**config.mk**
```make
export PLATFORM = sky130hd
export DESIGN_NAME = pu_slave_spi
export DESIGN_NICKNAME = d
export VERILOG_FILES = /design/src/spi_pu_pkg.sv /design/src/pu_slave_spi.sv /design/src/spi_pu_control.sv /design/src/byte_collector.sv /design/src/hoarder.sv /design/src/spi_buffer.sv /design/src/spi_slave_driver.sv
export SDC_FILE = /design/constraint.sdc
export NUM_CORES = 1
export LEC_CHECK = 0
export ABC_AREA = 1
export BUFFER_PORTS_ARGS = -buffer_cell sky130_fd_sc_hd__buf_2
export CAP_MARGIN = 0
export CELL_PAD_IN_SITES_DETAIL_PLACEMENT = 1
export CELL_PAD_IN_SITES_GLOBAL_PLACEMENT = 1
export CORE_ASPECT_RATIO = 0.5
export CORE_UTILIZATION = 50
export DETAILED_ROUTE_END_ITERATION = 6
export HOLD_SLACK_MARGIN = 0.03
export PLACE_DENSITY = 0.89
export SYNTH_ARGS = -nofsm -noshare
export SYNTH_HDL_FRONTEND = slang
export SYNTH_SLANG_ARGS = --single-unit
```
**constraint.sdc**
```tcl
create_clock -name clk -period 10.6 [get_ports clk]
set_input_delay 2.12 -clock clk [delete_from_list [all_inputs] [get_ports clk]]
set_output_delay 2.12 -clock clk [all_outputs]
set_load 0.005 [all_outputs]
```
**src/spi_pu_pkg.sv**
```systemverilog
`default_nettype none

package spi_pu_pkg;

    // -------------------------------------------------------------------------
    // Widths and sizes
    // -------------------------------------------------------------------------

    // Host word and SPI byte
    localparam int DATA_WIDTH     = 32;
    localparam int SPI_DATA_WIDTH = 8;

    // Attribute bits reported with every host read
    localparam int ATTR_WIDTH     = 4;

    // Words held by one buffer
    localparam int BUF_SIZE       = 6;
    localparam int BYTES_PER_WORD = DATA_WIDTH / SPI_DATA_WIDTH;

    // Attribute bit set when the receive buffer has nothing to read
    localparam int INVALID        = 0;

    // -------------------------------------------------------------------------
    // Typed vectors
    // -------------------------------------------------------------------------

    typedef logic [DATA_WIDTH-1:0]     word_t;
    typedef logic [SPI_DATA_WIDTH-1:0] spi_byte_t;
    typedef logic [ATTR_WIDTH-1:0]     attr_t;

    // Counts 0..BUF_SIZE, so a full buffer is distinct from an empty one
    typedef logic [$clog2(BUF_SIZE+1)-1:0] buf_ptr_t;

    // Byte position inside a word, 0 is the most significant byte
    typedef logic [$clog2(BYTES_PER_WORD)-1:0] byte_idx_t;

    // Link state seen by the control block
    typedef enum logic {
        LINK_IDLE,
        LINK_ACTIVE
    } link_state_t;

endpackage

`default_nettype wire
```
**src/pu_slave_spi.sv**
```systemverilog
`timescale 1ns/1ns
`default_nettype none

module pu_slave_spi
    import spi_pu_pkg::*;
(
    input  logic  clk,
    input  logic  rst,
    input  logic  signal_cycle,

    // Host side
    input  logic  signal_wr,
    input  word_t data_in,
    input  logic  signal_oe,
    output word_t data_out,
    output attr_t attr_out,
    output logic  flag_start,
    output logic  flag_stop,

    // SPI side
    input  logic  mosi,
    output logic  miso,
    input  logic  sclk,
    input  logic  cs
);

    spi_byte_t tx_byte;
    spi_byte_t rx_byte;
    logic      byte_done;
    logic      cs_fall;
    logic      cs_rise;

    logic      sel_send;
    logic      wr_a, wr_b;
    logic      pop_a, pop_b;
    logic      clear_a, clear_b;
    logic      rewind_send;
    logic      clear_rx;
    logic      word_req;

    word_t     a_data, b_data;
    logic      a_empty, b_empty;
    word_t     send_word;
    logic      send_empty;

    logic      word_wr;
    word_t     rx_word;
    logic      rx_empty;

    // -------------------------------------------------------------------------
    // SPI pins
    // -------------------------------------------------------------------------

    spi_slave_driver spi_driver (
        .clk       (clk),
        .rst       (rst),
        .mosi      (mosi),
        .sclk      (sclk),
        .cs        (cs),
        .tx_byte   (tx_byte),
        .miso      (miso),
        .rx_byte   (rx_byte),
        .byte_done (byte_done),
        .cs_fall   (cs_fall),
        .cs_rise   (cs_rise)
    );

    spi_pu_control control (
        .clk          (clk),
        .rst          (rst),
        .signal_cycle (signal_cycle),
        .signal_wr    (signal_wr),
        .cs_fall      (cs_fall),
        .cs_rise      (cs_rise),
        .word_req     (word_req),
        .sel_send     (sel_send),
        .wr_a         (wr_a),
        .wr_b         (wr_b),
        .pop_a        (pop_a),
        .pop_b        (pop_b),
        .clear_a      (clear_a),
        .clear_b      (clear_b),
        .rewind_send  (rewind_send),
        .clear_rx     (clear_rx),
        .flag_start   (flag_start),
        .flag_stop    (flag_stop)
    );

    // -------------------------------------------------------------------------
    // Transmit ping-pong pair
    // -------------------------------------------------------------------------

    spi_buffer buf_a (
        .clk      (clk),
        .rst      (rst),
        .clear    (clear_a),
        .rewind   (rewind_send && !sel_send),
        .wr       (wr_a),
        .data_in  (data_in),
        .pop      (pop_a),
        .data_out (a_data),
        .empty    (a_empty)
    );

    spi_buffer buf_b (
        .clk      (clk),
        .rst      (rst),
        .clear    (clear_b),
        .rewind   (rewind_send && sel_send),
        .wr       (wr_b),
        .data_in  (data_in),
        .pop      (pop_b),
        .data_out (b_data),
        .empty    (b_empty)
    );

    // Hoarder sees whichever buffer is being sent
    assign send_word  = sel_send ? b_data : a_data;
    assign send_empty = sel_send ? b_empty : a_empty;

    hoarder frame_hoarder (
        .clk        (clk),
        .rst        (rst),
        .load_first (flag_start),
        .byte_done  (byte_done),
        .word_in    (send_word),
        .word_empty (send_empty),
        .tx_byte    (tx_byte),
        .word_req   (word_req)
    );

    // -------------------------------------------------------------------------
    // Receive path
    // -------------------------------------------------------------------------

    byte_collector collector (
        .clk         (clk),
        .rst         (rst),
        .byte_done   (byte_done),
        .rx_byte     (rx_byte),
        .frame_start (cs_rise),
        .word_wr     (word_wr),
        .word_out    (rx_word)
    );

    spi_buffer rx_buf (
        .clk      (clk),
        .rst      (rst),
        .clear    (clear_rx),
        .rewind   (1'b0),
        .wr       (word_wr),
        .data_in  (rx_word),
        .pop      (signal_oe),
        .data_out (data_out),
        .empty    (rx_empty)
    );

    always_comb begin
        attr_out          = '0;
        attr_out[INVALID] = rx_empty;
    end

endmodule

`default_nettype wire

```
**src/spi_pu_control.sv**
```systemverilog
`timescale 1ns/1ns
`default_nettype none

module spi_pu_control
    import spi_pu_pkg::*;
(
    input  logic clk,
    input  logic rst,
    input  logic signal_cycle,
    input  logic signal_wr,
    input  logic cs_fall,
    input  logic cs_rise,
    input  logic word_req,
    output logic sel_send,
    output logic wr_a,
    output logic wr_b,
    output logic pop_a,
    output logic pop_b,
    output logic clear_a,
    output logic clear_b,
    output logic rewind_send,
    output logic clear_rx,
    output logic flag_start,
    output logic flag_stop
);

    link_state_t state;
    logic        swap;

    // -------------------------------------------------------------------------
    // Link state
    // -------------------------------------------------------------------------

    always_ff @(posedge clk or posedge rst) begin
        if (rst) begin
            state <= LINK_IDLE;
        end else begin
            case (state)
                LINK_IDLE:   if (cs_fall) state <= LINK_ACTIVE;
                LINK_ACTIVE: if (cs_rise) state <= LINK_IDLE;
                default:     state <= LINK_IDLE;
            endcase
        end
    end

    // -------------------------------------------------------------------------
    // Buffer selection
    // -------------------------------------------------------------------------

    // sel_send low means buf_a is being sent
    assign swap = signal_cycle && (state == LINK_IDLE);

    always_ff @(posedge clk or posedge rst) begin
        if (rst) begin
            sel_send <= 1'b0;
        end else if (swap) begin
            sel_send <= ~sel_send;
        end
    end

    // The buffer being sent now becomes the host's, so it starts empty
    assign clear_a = swap && !sel_send;
    assign clear_b = swap && sel_send;

    // Host writes the idle buffer, the hoarder drains the sent one
    assign wr_a  = signal_wr && sel_send;
    assign wr_b  = signal_wr && !sel_send;
    assign pop_a = word_req && !sel_send;
    assign pop_b = word_req && sel_send;

    // -------------------------------------------------------------------------
    // Transaction pulses
    // -------------------------------------------------------------------------

    // Rewind also at the stop so the read pointer is at 0 for the next start
    always_ff @(posedge clk or posedge rst) begin
        if (rst) begin
            flag_start  <= 1'b0;
            flag_stop   <= 1'b0;
            rewind_send <= 1'b0;
            clear_rx    <= 1'b0;
        end else begin
            flag_start  <= cs_fall;
            flag_stop   <= cs_rise;
            rewind_send <= cs_fall || cs_rise;
            clear_rx    <= cs_fall;
        end
    end

endmodule

`default_nettype wire

```
**src/byte_collector.sv**
```systemverilog
`timescale 1ns/1ns
`default_nettype none

module byte_collector
    import spi_pu_pkg::*;
(
    input  logic      clk,
    input  logic      rst,
    input  logic      byte_done,
    input  spi_byte_t rx_byte,
    input  logic      frame_start,
    output logic      word_wr,
    output word_t     word_out
);

    word_t     acc;
    byte_idx_t cnt;

    // Byte counter, restarted whenever the frame boundary is seen
    always_ff @(posedge clk or posedge rst) begin
        if (rst) begin
            cnt     <= '0;
            word_wr <= 1'b0;
        end else begin
            word_wr <= 1'b0;
            if (frame_start) begin
                cnt <= '0;
            end else if (byte_done) begin
                cnt     <= cnt + 1'b1;
                word_wr <= cnt == byte_idx_t'(BYTES_PER_WORD - 1);
            end
        end
    end

    // First byte of a word ends up in the top bits
    always_ff @(posedge clk) begin
        if (byte_done) begin
            acc <= {acc[DATA_WIDTH-SPI_DATA_WIDTH-1:0], rx_byte};
        end
    end

    assign word_out = acc;

endmodule

`default_nettype wire

```
**src/hoarder.sv**
```systemverilog
`timescale 1ns/1ns
`default_nettype none

module hoarder
    import spi_pu_pkg::*;
(
    input  logic      clk,
    input  logic      rst,
    input  logic      load_first,
    input  logic      byte_done,
    input  word_t     word_in,
    input  logic      word_empty,
    output spi_byte_t tx_byte,
    output logic      word_req
);

    word_t     cur_word;
    byte_idx_t idx;
    logic      last_byte;
    logic      load;

    assign last_byte = idx == byte_idx_t'(BYTES_PER_WORD - 1);

    // New word at frame start or once the last byte of the current one is out
    assign load = load_first || (byte_done && last_byte);

    // Pop only when a real word was taken
    assign word_req = load && !word_empty;

    always_ff @(posedge clk or posedge rst) begin
        if (rst) begin
            idx <= '0;
        end else if (load) begin
            idx <= '0;
        end else if (byte_done) begin
            idx <= idx + 1'b1;
        end
    end

    // Word shifts up a byte at a time, top byte is always the one to send
    always_ff @(posedge clk or posedge rst) begin
        if (rst) begin
            cur_word <= '0;
        end else if (load) begin
            cur_word <= word_empty ? '0 : word_in;
        end else if (byte_done) begin
            cur_word <= {cur_word[DATA_WIDTH-SPI_DATA_WIDTH-1:0], {SPI_DATA_WIDTH{1'b0}}};
        end
    end

    assign tx_byte = cur_word[DATA_WIDTH-1 -: SPI_DATA_WIDTH];

endmodule

`default_nettype wire

```
**src/spi_buffer.sv**
```systemverilog
`timescale 1ns/1ns
`default_nettype none

module spi_buffer
    import spi_pu_pkg::*;
(
    input  logic  clk,
    input  logic  rst,
    input  logic  clear,
    input  logic  rewind,
    input  logic  wr,
    input  word_t data_in,
    input  logic  pop,
    output word_t data_out,
    output logic  empty
);

    word_t    mem [BUF_SIZE];
    buf_ptr_t wr_ptr;
    buf_ptr_t rd_ptr;
    logic     full;
    logic     do_wr;
    logic     do_pop;

    assign full   = wr_ptr == buf_ptr_t'(BUF_SIZE);
    assign empty  = rd_ptr == wr_ptr;
    assign do_wr  = wr && !full && !clear;
    assign do_pop = pop && !empty;

    // Read pointer may sit at BUF_SIZE, which is only possible when empty
    assign data_out = empty ? '0 : mem[rd_ptr];

    always_ff @(posedge clk or posedge rst) begin
        if (rst) begin
            wr_ptr <= '0;
            rd_ptr <= '0;
        end else if (clear) begin
            wr_ptr <= '0;
            rd_ptr <= '0;
        end else begin
            if (do_wr) begin
                wr_ptr <= wr_ptr + 1'b1;
            end
            // A pop in the rewind cycle consumes word 0
            if (rewind) begin
                rd_ptr <= do_pop ? buf_ptr_t'(1) : '0;
            end else if (do_pop) begin
                rd_ptr <= rd_ptr + 1'b1;
            end
        end
    end

    always_ff @(posedge clk) begin
        if (do_wr) begin
            mem[wr_ptr] <= data_in;
        end
    end

    // Writes past the last slot are dropped
    a_no_overflow : assert property (
        @(posedge clk) disable iff (rst) (wr && !clear) |-> !full
    ) else $error("write to a full buffer dropped");

endmodule

`default_nettype wire

```
**src/spi_slave_driver.sv**
```systemverilog
`timescale 1ns/1ns
`default_nettype none

module spi_slave_driver
    import spi_pu_pkg::*;
(
    input  logic      clk,
    input  logic      rst,
    input  logic      mosi,
    input  logic      sclk,
    input  logic      cs,
    input  spi_byte_t tx_byte,
    output logic      miso,
    output spi_byte_t rx_byte,
    output logic      byte_done,
    output logic      cs_fall,
    output logic      cs_rise
);

    logic sclk_meta, sclk_sync, sclk_prev;
    logic cs_meta, cs_sync, cs_prev;
    logic mosi_meta, mosi_sync;
    logic sclk_rise, sclk_fall;
    logic [$clog2(SPI_DATA_WIDTH)-1:0] bit_cnt;
    logic [1:0] start_q;
    spi_byte_t rx_shift;
    spi_byte_t tx_shift;

    // -------------------------------------------------------------------------
    // Pin synchronizers and edge detection
    // -------------------------------------------------------------------------

    always_ff @(posedge clk or posedge rst) begin
        if (rst) begin
            sclk_meta <= 1'b0;
            sclk_sync <= 1'b0;
            sclk_prev <= 1'b0;
            cs_meta   <= 1'b1;
            cs_sync   <= 1'b1;
            cs_prev   <= 1'b1;
            mosi_meta <= 1'b0;
            mosi_sync <= 1'b0;
        end else begin
            sclk_meta <= sclk;
            sclk_sync <= sclk_meta;
            sclk_prev <= sclk_sync;
            cs_meta   <= cs;
            cs_sync   <= cs_meta;
            cs_prev   <= cs_sync;
            mosi_meta <= mosi;
            mosi_sync <= mosi_meta;
        end
    end

    assign cs_fall   = cs_prev & ~cs_sync;
    assign cs_rise   = ~cs_prev & cs_sync;

    // Clock edges only count while the slave is selected
    assign sclk_rise = sclk_sync & ~sclk_prev & ~cs_sync;
    assign sclk_fall = ~sclk_sync & sclk_prev & ~cs_sync;

    // -------------------------------------------------------------------------
    // Receive side, mode 0 samples on the rising edge
    // -------------------------------------------------------------------------

    always_ff @(posedge clk or posedge rst) begin
        if (rst) begin
            bit_cnt   <= '0;
            byte_done <= 1'b0;
        end else begin
            byte_done <= 1'b0;
            if (cs_sync) begin
                bit_cnt <= '0;
            end else if (sclk_rise) begin
                bit_cnt   <= bit_cnt + 1'b1;
                byte_done <= &bit_cnt;
            end
        end
    end

    always_ff @(posedge clk) begin
        if (sclk_rise) begin
            rx_shift <= {rx_shift[SPI_DATA_WIDTH-2:0], mosi_sync};
        end
        if (sclk_rise && &bit_cnt) begin
            rx_byte <= {rx_shift[SPI_DATA_WIDTH-2:0], mosi_sync};
        end
    end

    // -------------------------------------------------------------------------
    // Transmit side
    // -------------------------------------------------------------------------

    // First load waits two clocks after cs_fall so the hoarder holds word 0.
    // Later bytes load on the falling edge that follows a finished byte.
    always_ff @(posedge clk or posedge rst) begin
        if (rst) begin
            start_q  <= '0;
            tx_shift <= '0;
        end else begin
            start_q <= {start_q[0], cs_fall};
            if (start_q[1]) begin
                tx_shift <= tx_byte;
            end else if (cs_rise) begin
                tx_shift <= '0;
            end else if (sclk_fall) begin
                if (bit_cnt == '0) begin
                    tx_shift <= tx_byte;
                end else begin
                    tx_shift <= {tx_shift[SPI_DATA_WIDTH-2:0], 1'b0};
                end
            end
        end
    end

    assign miso = tx_shift[SPI_DATA_WIDTH-1];

    // Master must not release cs within a clock of the last sampled edge
    a_byte_in_frame : assert property (
        @(posedge clk) disable iff (rst) byte_done |-> !cs_sync
    ) else $error("byte completed after cs was released");

endmodule

`default_nettype wire

```
==> flow_metrics.env <==
export IMPL_leakagePower_nw=11.6
export IMPL_internal_power_mw=4.94
export IMPL_setup_violations_final=0
export IMPL_startpoint_type="flip-flop"
export IMPL_clock_sinks=704
export IMPL_cts_tree="built"
export IMPL_via_per_inst=5.84
export IMPL_h_tree_depth=2
export IMPL_ctsResizeCount=0
export IMPL_maxCapViolations=0
export IMPL_dp_slack_ns=6.17
export IMPL_insertion_delay_ns=0.63
export IMPL_max_stage_delay_ns=0.59
export IMPL_placed_area_um2=29400
export IMPL_worst_pin_slew_ns=1.29
export IMPL_max_freq_mhz=200
export IMPL_finalCritPeriodShare_pct=47.2
export IMPL_ys_seq_area_share_pct=73.1
export IMPL_tns_ns=0
export IMPL_grt_pass1_wl_mm=121
export IMPL_vdd_drop_max_mv=0.177
export IMPL_nNetsFinal=2493
export IMPL_synth_edff_count=623
export IMPL_clk_path_buf_depth=3
export IMPL_ys_warn_count=0
export IMPL_cts_root_buf="clkbuf_16"
export IMPL_die_x_um=339
export IMPL_critPathRequiredTime_ns=8.48
export IMPL_initial_core_util_pct=50.8
export IMPL_placementRows=61
export IMPL_vias=19000
export IMPL_ant_nets=0
export IMPL_ys_types=31
export IMPL_area_delta_synth_final_pct=10.3
export IMPL_drtPass1Iterations=5
export IMPL_synth_async_sr_flop_share_pct=11.5
export IMPL_timing_rr_start="spi_driver.byte_done$_DFF_PP0_"
export IMPL_critPathMaxFanout=66
export IMPL_skew_ns=0.0200
export IMPL_min_delay_start="spi_driver.mosi_meta$_DFF_PP0_"
export IMPL_fp_dieH_um=170
export IMPL_rsz0062_at_grt="no"
export IMPL_cp_slowest_cell="buf_4"
export IMPL_core_um2=55800
export IMPL_layout_min_cycle_time_ns=5.00
export IMPL_synth_top_cell_by_area="edfxtp_1"
export IMPL_slew_violations=0
export IMPL_crit_chain="buf_4 > xnor2_1 > nand3_1 > inv_1 > buf_4 > a21oi_1 > buf_2"
export IMPL_pwr_share_seq_pct=46.3
export IMPL_grt_pass1_vias=20400
export IMPL_syn_inst=2391
export IMPL_post_cts_buffers=0
export IMPL_slew_headroom_pct=13.6
export IMPL_worstHoldPathCells=0
export IMPL_clk_pin_slew_worst_paths_ns=0.06
export IMPL_hp_class="flip-flop to flip-flop"
export IMPL_cts_buffers=59
export IMPL_timing_rr_end="frame_hoarder.cur_word[10]$_DFFE_PP0P_"
export IMPL_routed_wl_mm=78.7
export IMPL_drive_gt1_share_pct=10.3
export IMPL_synth_seq_cells=704
export IMPL_final_area_um2=31300
export IMPL_p_per_area_nw_per_um2=238
export IMPL_crit_top_cell="buf_4"
export IMPL_worst_slack_ns=5.60
export IMPL_netSwitchingFraction_pct=33.6
export IMPL_p_sw_mw=2.50
export IMPL_die_area_um2=57700
export IMPL_status="finished clean"
export IMPL_layout_cells_non_filler=3244
export IMPL_min_to="spi_driver.mosi_sync$_DFF_PP0_"
export IMPL_grtUsageTotal_pct=27.6
export IMPL_hold_violations=0
export IMPL_grt_overflow_total=0
export IMPL_postCtsHoldBufs=0
export IMPL_globalplace_congestion=0.804
export IMPL_p_clk_share_pct=29.7
export IMPL_io_buffer_count=75
export IMPL_synth_common_cells="623 x edfxtp_1, 561 x nand2_1, 381 x nor2_1"
export IMPL_syn_area_um2=28400
export IMPL_synth_top_cell_area_share_pct=66.0
export IMPL_drc=0
export IMPL_dr_first_iter_drc_count=1906
export IMPL_final_util_pct=56.1
export IMPL_p_comb_share_pct=24.0
export IMPL_avgSynthCellArea_um2=11.9
export IMPL_synth_top_flop_cell="edfxtp_1"
export IMPL_cp_arrival_ns=2.88
export IMPL_synth_area_leaders="edfxtp_1 66%, nand2_1 7.4%, dfrtp_1 6.9%"
export IMPL_wl_per_cell_um=24.3
export IMPL_ios=79
export IMPL_hpwl_mm=44.8
export IMPL_endpoint_kind="output pin"
export IMPL_rrSetupSlack_ns=7.33
export IMPL_yosysMostFrequentCell="edfxtp_1"
export IMPL_placed_cells=3132
export IMPL_antenna_found_initial=4
export IMPL_reg2regPathDepth=9
export IMPL_crit_type="flip-flop to output pin"
export IMPL_grt_max_degree=82
==> cell type report <==
| type | instances | area (um^2) |
|---|---|---|
| multi-input combinational | 1505 | 6820 |
| inverter | 54 | 206 |
| timing repair buffer | 113 | 661 |
| sequential | 704 | 20700 |
| antenna | 4 | 10.0 |
| tap | 756 | 946 |
| fill | 5678 | 24500 |
| clock buffer | 73 | 1590 |
| clock inverter | 35 | 320 |
==> cells in the final DEF (no fill, tap or decap), drive strengths merged <==
cell type | Yosys | routed
inv | 54 | 54
ha | 16 | 16
conb | 1 | 3
o22ai | 35 | 35
nand2 | 562 | 562
nand4 | 6 | 6
bufinv | 0 | 6
o21a | 1 | 1
o21ai | 221 | 221
clkinvlp | 0 | 2
a21boi | 22 | 22
edfxtp | 623 | 623
dfstp | 3 | 3
a31oi | 1 | 1
or2 | 64 | 64
clkbuf | 38 | 73
clkinv | 0 | 27
nor3 | 10 | 10
xor2 | 2 | 2
nand3 | 135 | 135
nor2 | 381 | 381
diode | 0 | 4
dfrtp | 78 | 78
a21oi | 37 | 37
buf | 92 | 113
xnor2 | 9 | 9
==> flip-flops by register name, indices dropped and copies added, names as in the netlist, 2 cells and up <==
register	flops
buf_a.mem	192
buf_a.rd_ptr	3
buf_a.wr_ptr	3
buf_b.mem	192
buf_b.rd_ptr	3
buf_b.wr_ptr	3
collector.cnt	2
collector.word_out	32
frame_hoarder.cur_word	32
frame_hoarder.idx	2
rx_buf.mem	192
rx_buf.rd_ptr	3
rx_buf.wr_ptr	3
spi_driver.bit_cnt	3
spi_driver.rx_byte	8
spi_driver.rx_shift	7
spi_driver.start_q	2
spi_driver.tx_shift	8
==> per-stage QoR <==
stage | total power, mW | hold WS (ns)
global route | 7.72 | 0.367
detailed placement | 5.20 | 0.340
CTS | 7.44 | 0.356
finish | 7.44 | 0.356
floorplan | 4.59 | 0.331
global placement | 5.02 | 0.341
==> power by group through the flow <==
stage               Clock, mW  Combinational (mW)  Sequential (mW)
finish                   2.21                1.78             3.44
global route             2.32                1.94             3.46
CTS                      2.23                1.77             3.44
detailed placement          0                1.70             3.50
global placement            0                1.56             3.47
floorplan                   0                1.18             3.41
==> metal layers <==
metal | routed length, um | global-route usage [%] | vias to the layer above
met5 | 0 | 0 | -
met4 | 2920 | 10.9 | 0
met3 | 5220 | 4.36 | 218
met2 | 40100 | 49.3 | 774
met1 | 30500 | 33.8 | 9634
li1 | - | - | 8326
==> worst max path at each step <==
stage | cells after the start | slack [ns] | startpoint | to
2_1_floorplan | 2 | 5.66 | signal_wr | buf_b.mem[3][0]$_DFFE_PP_
3_3_place_gp | 7 | 6.35 | rx_buf.rd_ptr[0]$_DFFE_PP0P_ | data_out[6]
3_5_place_dp | 6 | 6.17 | rx_buf.rd_ptr[0]$_DFFE_PP0P_ | data_out[0]
4_1_cts | 6 | 5.50 | rx_buf.rd_ptr[0]$_DFFE_PP0P_ | data_out[0]
5_1_grt | 6 | 5.37 | rx_buf.rd_ptr[0]$_DFFE_PP0P_ | data_out[0]
6_report | 7 | 5.60 | rx_buf.rd_ptr[0]$_DFFE_PP0P_ | data_out[0]
==> cell families after synthesis <==
kind of cell,Yosys count,synth area share [%]
simple gates,1158,16.6
flops,704,73.1
compound gates,317,5.96
buf+inv,184,3.28
fa+ha+maj,16,0.706
xor+xnor,11,0.340
other cells,1,0.0132
==> worst max-delay path: cells and delay by family (launching register included) <==
family / cells / cell delay, ns
buf+inv: 4 / 1.44
flops: 1 / 0.37
xor+xnor: 1 / 0.20
simple gates: 1 / 0.12
compound gates: 1 / 0.10
Note: power is estimated with default switching activity, not from simulation.
